$ cat src/decodePkg.sv
`default_nettype none

package decodePkg;

    localparam int xlen = 64;
    localparam int instrWidth = 32;
    // instruction bit that splits add/sub and logical/arithmetic shifts
    localparam int funct7AltBit = 30;

    typedef logic [xlen-1:0] dword;
    typedef logic [instrWidth-1:0] instrWord;
    typedef logic [6:0] opcodeT;
    typedef logic [2:0] funct3T;

    // major opcodes
    localparam opcodeT opOpImm = 7'b0010011;
    localparam opcodeT opOp = 7'b0110011;
    localparam opcodeT opOpImm32 = 7'b0011011;
    localparam opcodeT opOp32 = 7'b0111011;
    localparam opcodeT opLoad = 7'b0000011;
    localparam opcodeT opStore = 7'b0100011;
    localparam opcodeT opBranch = 7'b1100011;
    localparam opcodeT opLui = 7'b0110111;
    localparam opcodeT opAuipc = 7'b0010111;
    localparam opcodeT opJal = 7'b1101111;
    localparam opcodeT opJalr = 7'b1100111;

    // integer ops shared by the register and immediate forms
    localparam funct3T f3AddSub = 3'b000;
    localparam funct3T f3Sll = 3'b001;
    localparam funct3T f3Slt = 3'b010;
    localparam funct3T f3Sltu = 3'b011;
    localparam funct3T f3Xor = 3'b100;
    localparam funct3T f3SrlSra = 3'b101;
    localparam funct3T f3Or = 3'b110;
    localparam funct3T f3And = 3'b111;

    // load widths
    localparam funct3T f3Lb = 3'b000;
    localparam funct3T f3Lh = 3'b001;
    localparam funct3T f3Lw = 3'b010;
    localparam funct3T f3Ld = 3'b011;
    localparam funct3T f3Lbu = 3'b100;
    localparam funct3T f3Lhu = 3'b101;
    localparam funct3T f3Lwu = 3'b110;

    // store widths
    localparam funct3T f3Sb = 3'b000;
    localparam funct3T f3Sh = 3'b001;
    localparam funct3T f3Sw = 3'b010;
    localparam funct3T f3Sd = 3'b011;

    // branch compares
    localparam funct3T f3Beq = 3'b000;
    localparam funct3T f3Bne = 3'b001;
    localparam funct3T f3Blt = 3'b100;
    localparam funct3T f3Bge = 3'b101;
    localparam funct3T f3Bltu = 3'b110;
    localparam funct3T f3Bgeu = 3'b111;

    typedef enum logic [3:0] {
        groupOpImm,
        groupOp,
        groupOpImm32,
        groupOp32,
        groupLoad,
        groupStore,
        groupBranch,
        groupLui,
        groupAuipc,
        groupJal,
        groupJalr,
        groupIllegal
    } instrGroup;

    typedef enum logic [1:0] {
        noRegs,
        rs1Only,
        rs1AndRs2
    } regUseT;

    typedef enum logic [2:0] {
        fromReg,
        fromImm,
        fromShamt,
        fromPcAddImm,
        fromPcAdd4,
        noSrc
    } aluSrcT;

    typedef enum logic [2:0] {
        noImm,
        immI,
        immU,
        immB,
        immS,
        immJ
    } immTypeT;

    typedef enum logic [4:0] {
        aluAdd,
        aluSub,
        aluXor,
        aluOr,
        aluAnd,
        aluSLess,
        aluULess,
        aluSll,
        aluSrl,
        aluSra,
        aluAddw,
        aluSubw,
        aluSllw,
        aluSrlw,
        aluSraw,
        aluBranch,
        aluLink,
        aluUnknown
    } aluFuncT;

    typedef enum logic [2:0] {
        sizeNone,
        size8,
        size16,
        size32,
        size64
    } memSizeT;

    // sext/zext from the named top bit
    typedef enum logic [3:0] {
        wbNone,
        wb7Sext,
        wb15Sext,
        wb31Sext,
        wb7Zext,
        wb15Zext,
        wb31Zext,
        wb63
    } wbTypeT;

    typedef enum logic [3:0] {
        noBranch,
        brEq,
        brNe,
        brLessS,
        brLessU,
        brGeS,
        brGeU,
        brJal,
        brJalr
    } branchT;

endpackage

`default_nettype wire

$ cat src/aluFuncDecode.sv
`timescale 1ns/10ps
`default_nettype none

module aluFuncDecode
    import decodePkg::*;
(
    input wire instrGroup group,
    input wire funct3T funct3,
    input wire logic funct7Bit,
    output aluFuncT aluFunc
);

    // 64-bit ops; the immediate form has no sub since bit 30 is immediate data there
    function automatic aluFuncT fullTable(input funct3T f3, input logic alt,
                                          input logic allowSub);
        aluFuncT func;
        unique case (f3)
            f3AddSub: func = (allowSub && alt) ? aluSub : aluAdd;
            f3Sll: func = aluSll;
            f3Slt: func = aluSLess;
            f3Sltu: func = aluULess;
            f3Xor: func = aluXor;
            f3SrlSra: func = alt ? aluSra : aluSrl;
            f3Or: func = aluOr;
            f3And: func = aluAnd;
            default: func = aluUnknown;
        endcase
        return func;
    endfunction

    // only add/sub and the shifts exist as 32-bit word ops
    function automatic aluFuncT wordTable(input funct3T f3, input logic alt,
                                          input logic allowSub);
        aluFuncT func;
        unique case (f3)
            f3AddSub: func = (allowSub && alt) ? aluSubw : aluAddw;
            f3Sll: func = aluSllw;
            f3SrlSra: func = alt ? aluSraw : aluSrlw;
            default: func = aluUnknown;
        endcase
        return func;
    endfunction

    always_comb begin
        unique case (group)
            groupOpImm: begin
                aluFunc = fullTable(funct3, funct7Bit, 1'b0);
            end
            groupOp: begin
                aluFunc = fullTable(funct3, funct7Bit, 1'b1);
            end
            groupOpImm32: begin
                aluFunc = wordTable(funct3, funct7Bit, 1'b0);
            end
            groupOp32: begin
                aluFunc = wordTable(funct3, funct7Bit, 1'b1);
            end
            // address generation
            groupLoad, groupStore: begin
                aluFunc = aluAdd;
            end
            groupBranch: begin
                aluFunc = aluBranch;
            end
            groupLui, groupAuipc, groupJal, groupJalr: begin
                aluFunc = aluLink;
            end
            default: begin
                aluFunc = aluUnknown;
            end
        endcase
    end

endmodule

`default_nettype wire

$ cat src/branchDecode.sv
`timescale 1ns/10ps
`default_nettype none

module branchDecode
    import decodePkg::*;
(
    input wire instrGroup group,
    input wire funct3T funct3,
    output branchT branchType
);

    always_comb begin
        unique case (group)
            groupBranch: begin
                unique case (funct3)
                    f3Beq: branchType = brEq;
                    f3Bne: branchType = brNe;
                    f3Blt: branchType = brLessS;
                    f3Bltu: branchType = brLessU;
                    f3Bge: branchType = brGeS;
                    f3Bgeu: branchType = brGeU;
                    // 010 and 011 are reserved
                    default: branchType = noBranch;
                endcase
            end
            groupJal: begin
                branchType = brJal;
            end
            groupJalr: begin
                branchType = brJalr;
            end
            default: begin
                branchType = noBranch;
            end
        endcase
    end

endmodule

`default_nettype wire

$ cat src/instrFormatDecode.sv
`timescale 1ns/10ps
`default_nettype none

module instrFormatDecode
    import decodePkg::*;
(
    input wire dword pc,
    input wire opcodeT opcode,
    input wire funct3T funct3,
    output instrGroup group,
    output regUseT regUse,
    output logic regWrite,
    output aluSrcT aluSrc,
    output immTypeT immType,
    output logic instrMisalign
);

    // fetch address must be word aligned
    assign instrMisalign = |pc[1:0];

    always_comb begin
        group = groupIllegal;
        regUse = noRegs;
        regWrite = 1'b0;
        aluSrc = fromReg;
        immType = noImm;

        unique case (opcode)
            opOpImm: begin
                group = groupOpImm;
                regUse = rs1Only;
                regWrite = 1'b1;
                if (funct3 == f3Sll || funct3 == f3SrlSra) begin
                    aluSrc = fromShamt;
                    immType = noImm;
                end else begin
                    aluSrc = fromImm;
                    immType = immI;
                end
            end
            opOp: begin
                group = groupOp;
                regUse = rs1AndRs2;
                regWrite = 1'b1;
            end
            opOpImm32: begin
                group = groupOpImm32;
                regUse = rs1Only;
                regWrite = 1'b1;
                unique case (funct3)
                    f3AddSub: begin
                        aluSrc = fromImm;
                        immType = immI;
                    end
                    f3Sll, f3SrlSra: begin
                        aluSrc = fromShamt;
                        immType = noImm;
                    end
                    default: begin
                        // no word form for the other ops
                        aluSrc = noSrc;
                        immType = noImm;
                    end
                endcase
            end
            opOp32: begin
                group = groupOp32;
                regUse = rs1AndRs2;
                regWrite = 1'b1;
            end
            opLoad: begin
                group = groupLoad;
                regUse = rs1Only;
                regWrite = 1'b1;
                aluSrc = fromImm;
                immType = immI;
            end
            opStore: begin
                group = groupStore;
                regUse = rs1AndRs2;
                aluSrc = fromImm;
                immType = immS;
            end
            opBranch: begin
                group = groupBranch;
                regUse = rs1AndRs2;
                immType = immB;
            end
            opLui: begin
                group = groupLui;
                regWrite = 1'b1;
                aluSrc = fromImm;
                immType = immU;
            end
            opAuipc: begin
                group = groupAuipc;
                regWrite = 1'b1;
                aluSrc = fromPcAddImm;
                immType = immU;
            end
            opJal: begin
                group = groupJal;
                regWrite = 1'b1;
                aluSrc = fromPcAdd4;
                immType = immJ;
            end
            opJalr: begin
                group = groupJalr;
                regUse = rs1Only;
                regWrite = 1'b1;
                aluSrc = fromPcAdd4;
                immType = immI;
            end
            default: begin
                group = groupIllegal;
            end
        endcase
    end

endmodule

`default_nettype wire

$ cat src/memAccessDecode.sv
`timescale 1ns/10ps
`default_nettype none

module memAccessDecode
    import decodePkg::*;
(
    input wire instrGroup group,
    input wire funct3T funct3,
    output logic memRead,
    output logic memWrite,
    output logic memToReg,
    output memSizeT memSize,
    output wbTypeT wbType
);

    always_comb begin
        memRead = 1'b0;
        memWrite = 1'b0;
        memToReg = 1'b0;
        memSize = sizeNone;
        wbType = wbNone;

        if (group == groupLoad) begin
            memRead = 1'b1;
            memToReg = 1'b1;
            unique case (funct3)
                f3Lb: {memSize, wbType} = {size8, wb7Sext};
                f3Lh: {memSize, wbType} = {size16, wb15Sext};
                f3Lw: {memSize, wbType} = {size32, wb31Sext};
                f3Ld: {memSize, wbType} = {size64, wb63};
                f3Lbu: {memSize, wbType} = {size8, wb7Zext};
                f3Lhu: {memSize, wbType} = {size16, wb15Zext};
                f3Lwu: {memSize, wbType} = {size32, wb31Zext};
                default: begin
                    // no access at all for an undefined width
                    memRead = 1'b0;
                    memToReg = 1'b0;
                end
            endcase
        end else if (group == groupStore) begin
            memWrite = 1'b1;
            unique case (funct3)
                f3Sb: memSize = size8;
                f3Sh: memSize = size16;
                f3Sw: memSize = size32;
                f3Sd: memSize = size64;
                default: begin
                    memWrite = 1'b0;
                end
            endcase
        end
    end

endmodule

`default_nettype wire

$ cat src/rv64Decoder.sv
`timescale 1ns/10ps
`default_nettype none

module rv64Decoder
    import decodePkg::*;
(
    input wire dword pc,
    input wire instrWord instr,
    output regUseT regUse,
    output logic regWrite,
    output aluSrcT aluSrc,
    output immTypeT immType,
    output aluFuncT aluFunc,
    output logic memRead,
    output logic memWrite,
    output logic memToReg,
    output memSizeT memSize,
    output wbTypeT wbType,
    output branchT branchType,
    output logic instrMisalign
);

    opcodeT opcode;
    funct3T funct3;
    logic funct7Bit;
    instrGroup group;

    // instruction fields
    assign opcode = instr[6:0];
    assign funct3 = instr[14:12];
    assign funct7Bit = instr[funct7AltBit];

    instrFormatDecode format_i (
        .pc(pc),
        .opcode(opcode),
        .funct3(funct3),
        .group(group),
        .regUse(regUse),
        .regWrite(regWrite),
        .aluSrc(aluSrc),
        .immType(immType),
        .instrMisalign(instrMisalign)
    );

    aluFuncDecode alu_i (
        .group(group),
        .funct3(funct3),
        .funct7Bit(funct7Bit),
        .aluFunc(aluFunc)
    );

    memAccessDecode mem_i (
        .group(group),
        .funct3(funct3),
        .memRead(memRead),
        .memWrite(memWrite),
        .memToReg(memToReg),
        .memSize(memSize),
        .wbType(wbType)
    );

    branchDecode branch_i (
        .group(group),
        .funct3(funct3),
        .branchType(branchType)
    );

endmodule

`default_nettype wire
$ cat config.mk
export PLATFORM = sky130hd
export DESIGN_NAME = rv64Decoder
export DESIGN_NICKNAME = d
export VERILOG_FILES = /design/src/decodePkg.sv /design/src/aluFuncDecode.sv /design/src/branchDecode.sv /design/src/instrFormatDecode.sv /design/src/memAccessDecode.sv /design/src/rv64Decoder.sv
export SDC_FILE = /design/constraint.sdc
export NUM_CORES = 1
export LEC_CHECK = 0
export BUFFER_PORTS_ARGS = -buffer_cell sky130_fd_sc_hd__buf_2
export CAP_MARGIN = 40
export CORE_MARGIN = 3
export CORE_UTILIZATION = 33
export DETAILED_ROUTE_END_ITERATION = 16
export PLACE_DENSITY = 0.95
export SETUP_SLACK_MARGIN = 0.1
export SLEW_MARGIN = 20
export SYNTH_ARGS = -nofsm -noshare
export SYNTH_HDL_FRONTEND = slang
export SYNTH_SLANG_ARGS = --single-unit
export TNS_END_PERCENT = 50
$ cat constraint.sdc
create_clock -name vclk -period 2.4
set_input_delay 0.48 -clock vclk [all_inputs]
set_output_delay 0.48 -clock vclk [all_outputs]
set_load 0.01 [all_outputs]
==> impl_results.md <==
- Status: complete, no violations
- Mapped Area: 940 sq um
- Max Cap Viol: 0
- Footprint of the multi-input gates: 876 sq um
- Drt via density: 5.84
- RSZ-0062 raised after global routing: yes
- Ys Warns: 0
- GR Overflow Total: 0
- Max Clk Rate: 0.438 GHz
- Die W: 59.4 microns
- First-pass GRT wire length: 5210 microns
- Max IR drop VDD: 0.0776 mV
- Post-DRT Antenna Nets: 0
- Die H: 59.4 microns
- P per Cell Area: 138 nW/um^2
- Count leader, synth: nor2_1
- Synth Instances: 146
- Area delta synth->final: 41.3%
- Post-route minimum period: 2.28 ns
- N_diodes: 0
- Filler Cell Count: 250
- Worst setup SP type: input pin
- Final core utilization: 0.513
- Row Count: 18
- Share of layout cells above drive strength 1: 0.420
- Top cell type's share of synthesized area: 0.0879
- CLK BUF: 0
- Iteration count of the initial detailed-routing pass: 4
- Wire length per cell: 14.8 microns
- Placer Congestion: 0.939
- Die footprint: 3520 sq um
- Seq_cells: 0
- Port-buffer cells: 41
- Post-DP HPWL: 2420 microns
- Final period util: 0.951
- Final net count: 292
- Worst EP required: 1.92 ns
- Worst Setup Path Type: in2out
- Gr usage total: 0.182
- Worst EP arrival: 1.80 ns
- Yosys cell types: 52
- 1st-iter DRT viols: 68
- List of most frequent post-synthesis cells: nor2_1 (22), o21ai_0 (11), a21oi_1 (10)
- Register area: 0 sq um
- Tot Pwr: 183 uW
- Net Count, Synth: 248
- Starting density of the core: 0.363
- I/O Pins: 125
- Core ar.: 2590 sq um
- Setup crit end kind: output port
- Vias: 1274
- Fin Hold WS: 1.23 ns
- Sequential fraction of the synthesis area: 0
- Largest net degree at the start of global routing: 15
- Crit-path max FO: 6
- Final WL: 3220 microns
- Hold Violations, Final: 0
- Leak: 0.000630 uW
- Number of global-route vias before repair: 1169
- Hold-fix buffers at CTS: 0
- Max Transition Viols Final: 0
- Type of the worst min-delay path: in2out
- Initial antenna violation count: 0
- Syn_area_per_cell: 6.44 sq um
- Synth area leader: nor2_1
- Top cells by area, synth: nor2_1 (8.8%), ha_1 (8.0%), o21ai_0 (5.9%), a21oi_1 (5.3%), nor3_1 (3.7%)
- Final setup vio count: 0
- Fin Setup TNS: 0 ns
- Remaining DRCs: 0
-- worst max-delay path, cell delays in order --
cell and delay [ns]:
buf_12 0.10, inv_8 0.04, ha_4 0.15, or3_4 0.40, a2111oi_4 0.34, a2111o_1 0.17
buf_2 0.13
-- cell type report --
cell class         count  share of cell area
multi-input cells    123               0.660
repair buffers        60               0.288
inverters              5              0.0236
well taps             30              0.0283
-- logic make-up after synthesis --
logic type | share of synthesized area
fa+ha+maj | 0.0799
mux | 0.0213
xor+xnor | 0.00932
simple gates | 0.385
buf+inv | 0.126
other cells | 0.00399
compound gates | 0.374
-- through the flow --
step | instance area, sq um | std cells | setup WS (ns)
floorplan | 940 | 146 | 0.194
global placement | 1210 | 216 | 0.0300
detailed placement | 1210 | 216 | -0.0120
CTS | 1250 | 216 | 0.100
global route | 1330 | 218 | 0.0615
finish | 1330 | 218 | 0.118
-- cell usage in the layout, fill, tap and decap left out, types with 4 or more instances in the layout --
cell type / netlist / routed
buf_2: 5 / 38
nor2_1: 22 / 22
buf_4: 3 / 18
o21ai_0: 11 / 11
a21oi_1: 10 / 10
nand2_1: 8 / 8
nor3_1: 7 / 7
nand2b_1: 4 / 4
-- metal layers --
metal  GRT usage  routed length, microns  vias up
met5           0                       0        -
met4      0.0356                      21        0
met3     0.00871                     282        4
met2       0.324                    1600       69
met1       0.239                    1320      578
li1            -                       -      623
-- what timing repair did --
action | in CTS | in global routing
endpoints found under the setup margin | 3 | 8
gates resized for setup | 11 | 16
buffers inserted | 0 | 2
pin swaps | 2 | 8
-- report_power, final --
part           internal (uW)  switching [uW]
sequential                 0               0
clock                      0               0
combinational           79.8             103
total                   79.8             103
-- worst paths after layout --
path	from	end	slack [ns]	depth (start not counted)
max	instr[12]	aluFunc[0]	0.12	7
min	pc[0]	instrMisalign	1.23	3
Note: power is estimated with default switching activity, not from simulation.
